### src/logic/clint_pkg.sv
package clint_pkg;

   //--------------------------------------------------------------------------
   // Widths
   //--------------------------------------------------------------------------
   localparam int XLEN   = 32;                        // I/O data word
   localparam int ADDR_W = 32;                        // I/O byte address
   localparam int TIME_W = 64;                        // mtime and mtimecmp

   //--------------------------------------------------------------------------
   // Address map
   //--------------------------------------------------------------------------
   // All registers are word aligned, one word per address
   localparam logic [ADDR_W-1:0] MSIP_ADDR        = 32'h0200_0000; // Software irq bit

   localparam logic [ADDR_W-1:0] MTIMECMP_LO_ADDR = 32'h0200_4000; // Compare, bits 31:0
   localparam logic [ADDR_W-1:0] MTIMECMP_HI_ADDR = 32'h0200_4004; // Compare, bits 63:32

   localparam logic [ADDR_W-1:0] MTIME_LO_ADDR    = 32'h0200_BFF8; // Timer, bits 31:0
   localparam logic [ADDR_W-1:0] MTIME_HI_ADDR    = 32'h0200_BFFC; // Timer, bits 63:32

   //--------------------------------------------------------------------------
   // Reset values
   //--------------------------------------------------------------------------
   // Compare starts at the top of the range, so mtime cannot reach it early
   localparam logic [TIME_W-1:0] MTIMECMP_RESET   = {TIME_W{1'b1}};

   //--------------------------------------------------------------------------
   // Timer word
   //--------------------------------------------------------------------------
   // Same 64 bits seen two ways
   //   count : whole value, used for increment and compare
   //   half  : hi/lo words, used by the 32-bit I/O port
   typedef union packed
   {
      logic [TIME_W-1:0] count;                       // Full 64-bit view
      struct packed
      {
         logic [XLEN-1:0] hi;                         // Upper word
         logic [XLEN-1:0] lo;                         // Lower word
      } half;
   } time_word_t;

endpackage
### src/logic/mmr_wr_if.sv
`timescale 1ns/1ps

// Register write path from the decoder to the timer datapaths
interface mmr_wr_if
   import clint_pkg::*;
();

   logic             mtime_lo_wr;                     // Load mtime bits 31:0
   logic             mtime_hi_wr;                     // Load mtime bits 63:32
   logic             mtimecmp_lo_wr;                  // Load mtimecmp bits 31:0
   logic             mtimecmp_hi_wr;                  // Load mtimecmp bits 63:32
   logic  [XLEN-1:0] wr_data;                         // Shared write word

   // Decoder side
   modport ctrl
   (
      output mtime_lo_wr, mtime_hi_wr, mtimecmp_lo_wr, mtimecmp_hi_wr, wr_data
   );

   // mtime counter side
   modport timer
   (
      input  mtime_lo_wr, mtime_hi_wr, wr_data
   );

   // mtimecmp side
   modport cmp
   (
      input  mtimecmp_lo_wr, mtimecmp_hi_wr, wr_data
   );

endinterface

### src/logic/clint_top.sv
`timescale 1ns/1ps

module clint_top
   import clint_pkg::*;
(
   input  logic               clk_in,
   input  logic               rst,

   // I/O request port
   input  logic               io_req,
   input  logic  [ADDR_W-1:0] io_addr,
   input  logic               io_rd,
   input  logic               io_wr,
   input  logic    [XLEN-1:0] io_wr_data,

   input  logic               ext_irq,                // External interrupt
   input  logic               wfi,                    // Wait-for-interrupt pulse

   // I/O acknowledge
   output logic               io_ack,
   output logic               io_ack_fault,
   output logic    [XLEN-1:0] io_ack_data,

   output logic               timer_irq,
   output logic               sw_irq,
   output logic               cpu_halt
);

   mmr_wr_if                  wr_bus ();              // Decoder to datapaths

   time_word_t                mtime;
   time_word_t                mtimecmp;

   //--------------------------------------------------------------------------
   // Control, decode and halt
   //--------------------------------------------------------------------------
   clint_ctrl ctrl
   (
      .clk_in(clk_in), .rst(rst),

      .io_req(io_req),
      .io_addr(io_addr),
      .io_rd(io_rd),
      .io_wr(io_wr),
      .io_wr_data(io_wr_data),

      .ext_irq(ext_irq),
      .wfi(wfi),
      .timer_irq(timer_irq),                          // Also a wake source

      .mtime(mtime),                                  // Read-back
      .mtimecmp(mtimecmp),

      .wr(wr_bus),

      .io_ack(io_ack),
      .io_ack_fault(io_ack_fault),
      .io_ack_data(io_ack_data),

      .sw_irq(sw_irq),
      .cpu_halt(cpu_halt)
   );

   // Machine timer
   mtime_counter mtime_cnt
   (
      .clk_in(clk_in), .rst(rst),
      .wr(wr_bus),
      .mtime(mtime)
   );

   // Compare and timer interrupt
   timer_compare tcmp
   (
      .clk_in(clk_in), .rst(rst),
      .wr(wr_bus),
      .mtime(mtime),
      .mtimecmp(mtimecmp),
      .timer_irq(timer_irq)
   );

endmodule

### src/logic/timer_compare.sv
`timescale 1ns/1ps

module timer_compare
   import clint_pkg::*;
(
   input  logic               clk_in,
   input  logic               rst,

   mmr_wr_if.cmp              wr,                     // Half-word loads
   input  time_word_t         mtime,                  // Current timer value

   output time_word_t         mtimecmp,
   output logic               timer_irq               // mtime has reached mtimecmp
);

   //--------------------------------------------------------------------------
   // Compare register
   //--------------------------------------------------------------------------
   // Reset to all ones so the interrupt stays quiet until software sets it
   always_ff @(posedge clk_in)
   begin
      if (rst)
         mtimecmp.count <= MTIMECMP_RESET;
      else if (wr.mtimecmp_lo_wr)
         mtimecmp.half.lo <= wr.wr_data;
      else if (wr.mtimecmp_hi_wr)
         mtimecmp.half.hi <= wr.wr_data;
   end

   //--------------------------------------------------------------------------
   // Timer interrupt
   //--------------------------------------------------------------------------
   // Unsigned 64-bit compare on the full views
   // Level signal, drops as soon as mtimecmp is moved ahead again
   assign timer_irq = (mtime.count >= mtimecmp.count);

endmodule

### src/logic/mtime_counter.sv
`timescale 1ns/1ps

module mtime_counter
   import clint_pkg::*;
(
   input  logic               clk_in,
   input  logic               rst,

   mmr_wr_if.timer            wr,                     // Half-word loads

   output time_word_t         mtime                   // Free-running timer
);

   //--------------------------------------------------------------------------
   // Machine timer
   //--------------------------------------------------------------------------
   // Counts every clock
   // A load replaces one half and skips that cycle's increment
   // The other half keeps its value at that edge
   always_ff @(posedge clk_in)
   begin
      if (rst)
         mtime.count <= '0;
      else if (wr.mtime_lo_wr)
         mtime.half.lo <= wr.wr_data;                 // Upper word holds
      else if (wr.mtime_hi_wr)
         mtime.half.hi <= wr.wr_data;                 // Lower word holds
      else
         mtime.count <= mtime.count + 1'b1;           // Carry crosses the halves
   end

endmodule

### src/logic/clint_ctrl.sv
`timescale 1ns/1ps

module clint_ctrl
   import clint_pkg::*;
(
   input  logic               clk_in,
   input  logic               rst,

   // I/O request, one-cycle strobe
   input  logic               io_req,
   input  logic  [ADDR_W-1:0] io_addr,
   input  logic               io_rd,
   input  logic               io_wr,
   input  logic    [XLEN-1:0] io_wr_data,

   // Wake sources and sleep request
   input  logic               ext_irq,
   input  logic               wfi,
   input  logic               timer_irq,

   // Current register contents for read-back
   input  time_word_t         mtime,
   input  time_word_t         mtimecmp,

   mmr_wr_if.ctrl             wr,                     // Write strobes to datapaths

   // Acknowledge, one cycle after the request
   output logic               io_ack,
   output logic               io_ack_fault,
   output logic    [XLEN-1:0] io_ack_data,

   output logic               sw_irq,
   output logic               cpu_halt
);

   logic                      valid_op;               // Exactly one of rd/wr
   logic                      addr_hit;               // Address is in the map
   logic                      req_ok;                 // Request will be served
   logic                      rd_ok;
   logic                      wr_ok;
   logic           [XLEN-1:0] rd_mux;                 // Addressed word
   logic           [XLEN-1:0] rd_data;                // Zero unless a legal read
   logic                      msip;                   // Software interrupt pending
   logic                      msip_wr;
   logic                      irq_pending;            // Any wake source

   //--------------------------------------------------------------------------
   // Address decode and read-back
   //--------------------------------------------------------------------------
   assign valid_op = io_rd ^ io_wr;                   // Neither or both is a fault

   always_comb
   begin
      addr_hit = 1'b1;
      rd_mux   = '0;
      case (io_addr)
         MSIP_ADDR:        rd_mux = {{(XLEN-1){1'b0}}, msip};
         MTIMECMP_LO_ADDR: rd_mux = mtimecmp.half.lo;
         MTIMECMP_HI_ADDR: rd_mux = mtimecmp.half.hi;
         MTIME_LO_ADDR:    rd_mux = mtime.half.lo;
         MTIME_HI_ADDR:    rd_mux = mtime.half.hi;
         default:          addr_hit = 1'b0;          // Unmapped
      endcase
   end

   assign req_ok  = io_req & valid_op & addr_hit;
   assign rd_ok   = req_ok & io_rd;
   assign wr_ok   = req_ok & io_wr;

   // Faulted or write requests return zero
   assign rd_data = rd_ok ? rd_mux : '0;

   //--------------------------------------------------------------------------
   // Write strobes
   //--------------------------------------------------------------------------
   // At most one strobe per request, taken at the same edge
   assign wr.mtime_lo_wr    = wr_ok & (io_addr == MTIME_LO_ADDR);
   assign wr.mtime_hi_wr    = wr_ok & (io_addr == MTIME_HI_ADDR);
   assign wr.mtimecmp_lo_wr = wr_ok & (io_addr == MTIMECMP_LO_ADDR);
   assign wr.mtimecmp_hi_wr = wr_ok & (io_addr == MTIMECMP_HI_ADDR);
   assign wr.wr_data        = io_wr_data;             // Shared by all halves

   assign msip_wr           = wr_ok & (io_addr == MSIP_ADDR);

   // Software interrupt bit
   always_ff @(posedge clk_in)
   begin
      if (rst)
         msip <= 1'b0;
      else if (msip_wr)
         msip <= io_wr_data[0];                       // Only bit 0 is implemented
   end

   assign sw_irq = msip;

   //--------------------------------------------------------------------------
   // Acknowledge
   //--------------------------------------------------------------------------
   // Every request gets exactly one ack on the next cycle, no back-pressure
   always_ff @(posedge clk_in)
   begin
      if (rst)
      begin
         io_ack       <= 1'b0;
         io_ack_fault <= 1'b0;
      end
      else
      begin
         io_ack       <= io_req;
         io_ack_fault <= io_req & ~req_ok;            // Bad op or bad address
      end
   end

   // Value held before the request edge
   always_ff @(posedge clk_in)
   begin
      io_ack_data <= rd_data;
   end

   //--------------------------------------------------------------------------
   // Halt control
   //--------------------------------------------------------------------------
   assign irq_pending = ext_irq | timer_irq | sw_irq;

   // Sleep on wfi, wake on any interrupt
   always_ff @(posedge clk_in)
   begin
      if (rst)
         cpu_halt <= 1'b0;
      else if (irq_pending)
         cpu_halt <= 1'b0;                            // Wake has priority
      else if (wfi)
         cpu_halt <= 1'b1;                            // Nothing pending, go to sleep
   end

endmodule

### config.mk
export PLATFORM = sky130hd
export DESIGN_NAME = clint_top
export DESIGN_NICKNAME = d
export VERILOG_FILES = /design/src/logic/clint_pkg.sv /design/src/logic/mmr_wr_if.sv /design/src/logic/clint_top.sv /design/src/logic/timer_compare.sv /design/src/logic/mtime_counter.sv /design/src/logic/clint_ctrl.sv
export SDC_FILE = /design/constraint.sdc
export NUM_CORES = 1
export LEC_CHECK = 0
export ABC_CLOCK_PERIOD_IN_PS = 3250
export BUFFER_PORTS_ARGS = -buffer_cell sky130_fd_sc_hd__buf_2
export CAP_MARGIN = 40
export CORE_AREA = 4 4 154 156
export DETAILED_ROUTE_END_ITERATION = 8
export DIE_AREA = 0 0 158 160
export PLACE_DENSITY_LB_ADDON = 0.15
export SLEW_MARGIN = 15
export SYNTH_ARGS = -nofsm -noshare
export SYNTH_HDL_FRONTEND = slang
export SYNTH_SLANG_ARGS = --single-unit
### constraint.sdc
create_clock -name clk_in -period 3.25 [get_ports clk_in]
set_input_delay 0.1625 -clock clk_in [delete_from_list [all_inputs] [get_ports clk_in]]
set_output_delay 0.1625 -clock clk_in [all_outputs]
set_load 0.02 [all_outputs]
# [Word-level counts from Yosys, hierarchy flattened]
# Index checks and enable logic that the tools add are counted.
[totals] regBits=164 latch_bits=0 ramBits=0 mem_bits_ro=0 inputBits=71 memories=0
[classes] add_sub_neg=1 multipliers=0 div_mod_pow=0 n_lt_le_gt_ge=1 n_eq_ne=6 n_shift=0 mux=5 bitwise_logic=15 reduce_logical=3
[op_table] operator="$eq 32x26->1 const B" count=5
[op_table] operator="$pmux 32 s5" count=1
[op_table] operator="$mux 32" count=3
[op_table] operator="$add 64x1->64 const B" count=1
[op_table] operator="$ge 64x64->1" count=1
[op_table] operator="$and 1x1->1" count=10
[op_table] operator="$reduce_or 5->1" count=1
[op_table] operator="$ne 2x1->1 const B" count=1
[op_table] operator="$not 1->1" count=2
[op_table] operator="$or 1x1->1" count=2
[op_table] operator="$reduce_and 2->1" count=1
[op_table] operator="$reduce_or 2->1" count=1
[op_table] operator="$mux 1" count=1
[op_table] operator="$xor 1x1->1" count=1

# [Depth between registers and ports, before layout]
[logic_depth] ltp_word=8 mapped_depth=9 ltp_nobuf=8

# [Hierarchy]
# Synthesis repeated with hierarchy kept, for this count alone.
[unflattened] hier_cells=1280 hier_area_um2=10588.9
[by_module_without_submodules] mod="mtime_counter" instances=1 cells_each=543 area_each_um2=4124.0 seq_area_each_um2=1281.2
[by_module_without_submodules] mod="timer_compare" instances=1 cells_each=437 area_each_um2=3733.6 seq_area_each_um2=1281.2
[by_module_without_submodules] mod="clint_ctrl" instances=1 cells_each=300 area_each_um2=2731.4 seq_area_each_um2=720.7

# [Worst setup path after synthesis]
# Ideal clock, no wire load.
[synth_timing] path_type="register to register" start="register mtime_cnt.mtime[14] (netlist name)" end="register mtime_cnt.mtime[55] (netlist name)" setup_time_ns=0.080 t_arrival_ns=2.356 t_required_ns=3.170 slack_ns=0.814 path_stages_with_launch=8 period_less_slack_ns=2.436 cell_sequence="dfxtp_1 and4_4 nand4_4 or4_1 buf_2 or3_4 or3_1 a211oi_2"
[synth_via] elab_chain_len=2
[synth_rtl] element="start, declared" line="mtime_counter.sv:11" source="output time_word_t mtime"
[synth_rtl] element="$add 64x1->64" line="mtime_counter.sv:29" source="mtime.count <= mtime.count + 1'b1;"
[synth_rtl] element="$mux 32" line="mtime_counter.sv:26" source="else if (wr.mtime_hi_wr)"
# Every way passes these cells.
# A chain may end at the register's enable or synchronous reset.

# [Worst setup path in the final report]
[layout_timing] start="register mtime_cnt.mtime[33] (netlist name)" end="output port timer_irq"
[layout_via] elab_chain_len=1
[layout_rtl] element="$ge 64x64->1" line="timer_compare.sv:35" source="assign timer_irq = (mtime.count >= mtimecmp.count);"
[layout_rtl] element="end, declared" line="clint_top.sv:24" source="output logic timer_irq,"
# Every way passes these cells.

==> results.env <==
MAXSLEWHEADROOM=0.3919
CTS.ROOT.BUFFER_CELL='sky130_fd_sc_hd__clkbuf_16'
CTS_MADE_BUFFERS=17
SETUP.REG_TO_REG.WORST_SLACK_NS=0.39
POWER.COMBINATIONAL.FRACTION=0.047
SLEW_VIOL_FINAL=0
PORTBUFFERS=107
CTS.SINKS=164
AREA.GROWTH.SYNTH_TO_FINAL_PCT=15.88
VIA_COUNT=10222
WORST_R2R_PATH_DEPTH=6
GLOBAL_ROUTE.OVERFLOW_TOTAL=0
SYNTH.TOP_CELLS.BY_COUNT='sky130_fd_sc_hd__dfxtp_1, sky130_fd_sc_hd__nand2_1, sky130_fd_sc_hd__a21oi_1, sky130_fd_sc_hd__inv_1, sky130_fd_sc_hd__nor2_1'
SEQ_POWER_SHARE=0.483
POWER_REPORT.INTERNAL_TOTAL_mW=3.099
ROWS=55
SYNTH_FLOP_CELL='sky130_fd_sc_hd__dfxtp_1'
MAX-CAP-VIOLATIONS=0
HOLD_VIOLATION_TOTAL_FROM_THE_FINAL_REPORT=0
SYNTH.YOSYS.SEQ_AREA_SHARE=0.3316
WORSTHOLDPATHTYPE='in -> reg'
DETAILED_PLACE_HPWL_MM=24.76
DRC_ERRORS=0
GRT_ANTENNA_BEFORE_REPAIR=0
CLOCK_POWER_SHARE=0.470
SYNTH.TOP_CELLS.BY_AREA='sky130_fd_sc_hd__dfxtp_1, sky130_fd_sc_hd__ha_1, sky130_fd_sc_hd__nand2_1, sky130_fd_sc_hd__a21oi_1, sky130_fd_sc_hd__o211ai_1'
ANTENNA_CELLS=0
DESIGN_AREA_UM2=11470
FLOORPLAN.DIE.HEIGHT_UM=160
HOLD-PATH-ENDPOINT='mtime_cnt.mtime[22]'
PATH_CLK_SLEW_NS=0.07
CLK-INSERTION-DELAY-LATE_NS=0.44
R2R_START='mtime_cnt.mtime[8]'
FLOORPLAN.IO_PINS=108
ROUTE.ANTENNA.REMAINING_NETS=0
SETUP.WORST_PATH.END_CLASS='primary output'
CP-START-KIND='flop'
SYN_AREA_UM2=9902
DETAILEDROUTE.FIRSTPASSITERATIONCOUNT=8
TIMING.SETUP.TNS_NS=0
CTS-ROOT-TO-SINK-BUFFERS=2
START_UTIL=0.4427
CRITICAL_PATH_ARRIVAL_NS=2.80
CRIT_PATH_MAX_FANOUT=8
LEAKAGE_nW=4.976
FILLERS=2206
FINISH.NET_COUNT=1475
SYNTH.YOSYS.WARNINGS=0
CRIT_TYPE='reg -> out'
WORST_PIN_SLEW_NS=0.9122
ORIGIN_OF_THE_WORST_MIN_DELAY_PATH='io_wr_data[22]'
YOSYSTOPAREACELLSHARE=0.3316
RSZ0062_AT_GRT='false'
SYNTH_SEQ_CELLS=164
DRT-VIAS-PER-INSTANCE=6.244
POST-ROUTE-MIN-PERIOD_NS=2.963
SHARE_OF_ASYNC_SETTABLE_OR_ASYNC_RESETTABLE_FLOPS_AFTER_SYNTHESIS=0
POST_SYNTH_EDFFS=0
CORE_REGION_AREA_UM2=22370
POST-CTS-SETUP-BUFFER-COUNT=0
DIE_AREA_UM2=25280
VIAS_IN_THE_FIRST_GLOBAL_ROUTE=9556
SYNTHDISTINCTLIBCELLS=67
MIN_DELAY_PATH_DEPTH=3
POST_SYNTH.CELL_AREA_AVG_UM2=7.941
VDD.IR_DROP.WORST_mV=0.2464
WL_MM=34.04
POST_CTS_RESIZE_COUNT=0
CTS.HTREE.LEVELS=4
GRT_START_MAX_NET_PINS=46
GLOBAL_ROUTE_WIRE_LENGTH_BEFORE_REPAIR_MM=53.86
FINAL.SETUP_SKEW_NS=0.01319
AVGROUTEDWIREPERCELL_UM=20.80
PLACE_AREA_UM2=10890
CTS-HOLD-FIX-BUFFERS=3
P_SW_mW=1.082
POST_SYNTH_NET_TOTAL=1383
SYNTH.LARGEST_AREA_CELL='sky130_fd_sc_hd__dfxtp_1'
NETSWITCHINGFRACTION=0.2589
YOSYS.CELL_COUNT.TOP_TYPE='sky130_fd_sc_hd__dfxtp_1'
SYNTHCELLS=1247
WORSTREG2REGEND='mtime_cnt.mtime[55]'
FINALCRITPERIODSHARE=0.9116
DIE_WIDTH_UM=158
GP_ROUTABILITY_CONGESTION=0.9318
MAXCLOCKFREQUENCY_MHz=337.5
OUTCOME='finished clean'
TIMING.CRITICAL_PATH.REQUIRED_NS=3.09
GLOBAL_ROUTE.USAGE.TOTAL=0.2662
POWER-PER-CELL-AREA_nW_PER_UM2=364.4
DRT_FIRST_ITER_VIOLATIONS=1083
DRIVE_ABOVE_1_SHARE=0.1805
CTS_TREE='built'
SETUP_VIOL_COUNT_FINAL=0
## how the worst max path moves through the flow
stage                              startpoint                   to  cells after the start  slack [ns]
after CTS                   tcmp.mtimecmp[63]            timer_irq                      9        0.31
after floorplan           mtime_cnt.mtime[14]  mtime_cnt.mtime[55]                      7        0.81
after global placement     mtime_cnt.mtime[8]  mtime_cnt.mtime[55]                      6        0.50
after global routing        tcmp.mtimecmp[63]            timer_irq                      9        0.15
after detailed placement   mtime_cnt.mtime[8]  mtime_cnt.mtime[55]                      6        0.43
final                     mtime_cnt.mtime[33]            timer_irq                      8        0.29
## kinds of logic (layout without fill, tap and decap cells)
| family | Yosys count | count (layout) | share of synthesized area |
|---|---|---|---|
| compound gates | 336 | 336 | 0.2282 |
| buf+inv | 166 | 271 | 0.06457 |
| flops | 164 | 164 | 0.3316 |
| simple gates | 477 | 477 | 0.2509 |
| fa+ha+maj | 65 | 65 | 0.08213 |
| xor+xnor | 4 | 4 | 0.003538 |
| mux | 35 | 35 | 0.03904 |
## placed cells by master (no fill, tap or decap), types with 6 or more instances in the layout
| cell | netlist | routed |
|---|---|---|
| sky130_fd_sc_hd__nor3_1 | 61 | 60 |
| sky130_fd_sc_hd__a31oi_1 | 43 | 43 |
| sky130_fd_sc_hd__and2_1 | 23 | 23 |
| sky130_fd_sc_hd__ha_1 | 65 | 65 |
| sky130_fd_sc_hd__clkbuf_16 | 0 | 17 |
| sky130_fd_sc_hd__a222oi_1 | 32 | 32 |
| sky130_fd_sc_hd__nor4b_1 | 6 | 6 |
| sky130_fd_sc_hd__o21ai_0 | 64 | 64 |
| sky130_fd_sc_hd__buf_2 | 13 | 107 |
| sky130_fd_sc_hd__mux2i_1 | 6 | 6 |
| sky130_fd_sc_hd__nand2b_1 | 6 | 6 |
| sky130_fd_sc_hd__nor4_1 | 28 | 24 |
| sky130_fd_sc_hd__a21oi_1 | 78 | 78 |
| sky130_fd_sc_hd__or4_1 | 7 | 7 |
| sky130_fd_sc_hd__nor2_1 | 76 | 76 |
| sky130_fd_sc_hd__nand3_1 | 48 | 47 |
| sky130_fd_sc_hd__buf_4 | 0 | 48 |
| sky130_fd_sc_hd__a21o_1 | 6 | 6 |
| sky130_fd_sc_hd__a211oi_1 | 11 | 11 |
| sky130_fd_sc_hd__dfxtp_1 | 164 | 164 |
| sky130_fd_sc_hd__mux2_2 | 29 | 29 |
| sky130_fd_sc_hd__o31ai_1 | 9 | 9 |
| sky130_fd_sc_hd__or3_1 | 9 | 9 |
| sky130_fd_sc_hd__a31o_2 | 7 | 7 |
| sky130_fd_sc_hd__o211ai_1 | 44 | 44 |
| sky130_fd_sc_hd__and4_1 | 16 | 16 |
| sky130_fd_sc_hd__inv_1 | 78 | 78 |
| sky130_fd_sc_hd__nand4_1 | 44 | 44 |
| sky130_fd_sc_hd__nand2_1 | 114 | 114 |
| sky130_fd_sc_hd__and3_1 | 18 | 18 |
## power groups by stage
stage / logic [mW] / clock network [mW] / registers [mW]
after detailed placement: 0.189 / 0 / 2.07
final: 0.196 / 1.97 / 2.02
after global routing: 0.209 / 2.06 / 2.02
after global placement: 0.187 / 0 / 2.06
after floorplan: 0.0770 / 0 / 2.07
after CTS: 0.192 / 1.99 / 2.02
## worst max-delay path, stage by stage, from the launching register on
cell and delay, ns:
sky130_fd_sc_hd__dfxtp_1 0.51, sky130_fd_sc_hd__ha_1 0.33, sky130_fd_sc_hd__a211oi_1 0.26, sky130_fd_sc_hd__o21ai_0 0.18
sky130_fd_sc_hd__a311oi_1 0.28, sky130_fd_sc_hd__or2_2 0.18, sky130_fd_sc_hd__o2111a_1 0.35, sky130_fd_sc_hd__a21oi_1 0.11
sky130_fd_sc_hd__buf_2 0.17
## state kept, by name, indices dropped and copies added, names as in the netlist
name               flops
mtime_cnt.mtime       64
tcmp.mtimecmp         64
ctrl.io_ack_data      32
ctrl.cpu_halt          1
ctrl.io_ack            1
ctrl.io_ack_fault      1
ctrl.sw_irq            1
## cell type report
class	count	area, um^2	share of cell area
multi-input combinational	917	6016	0.5243
clock buffer	18	439.2	0.03827
clock inverter	14	117.6	0.01025
inverter	79	296.5	0.02584
tap	285	356.6	0.03108
sequential	164	3283	0.2861
timing repair buffer	160	965.9	0.08418
## routing by layer
layer,vias to the layer above,track usage,part of all wire
li1,4898,-,-
met1,4836,0.3836,0.46
met2,428,0.4077,0.44
met3,60,0.03794,0.070
met4,0,0.08996,0.028
met5,-,0,0
## metrics by stage
step	setup slack (ns)	hold WS [ns]	power, mW	util	std cells
5_1_grt	0.1514	0.02988	4.291	0.5131	1637
4_1_cts	0.3067	0.001189	4.198	0.5131	1637
2_1_floorplan	0.8145	0.2786	2.145	-	1247
3_3_place_gp	0.5047	0.4322	2.252	0.4868	1602
6_report	0.2873	0.01620	4.181	0.5131	1637
3_5_place_dp	0.4263	0.4379	2.254	0.4868	1602
Power figures use the tool's default switching activity.
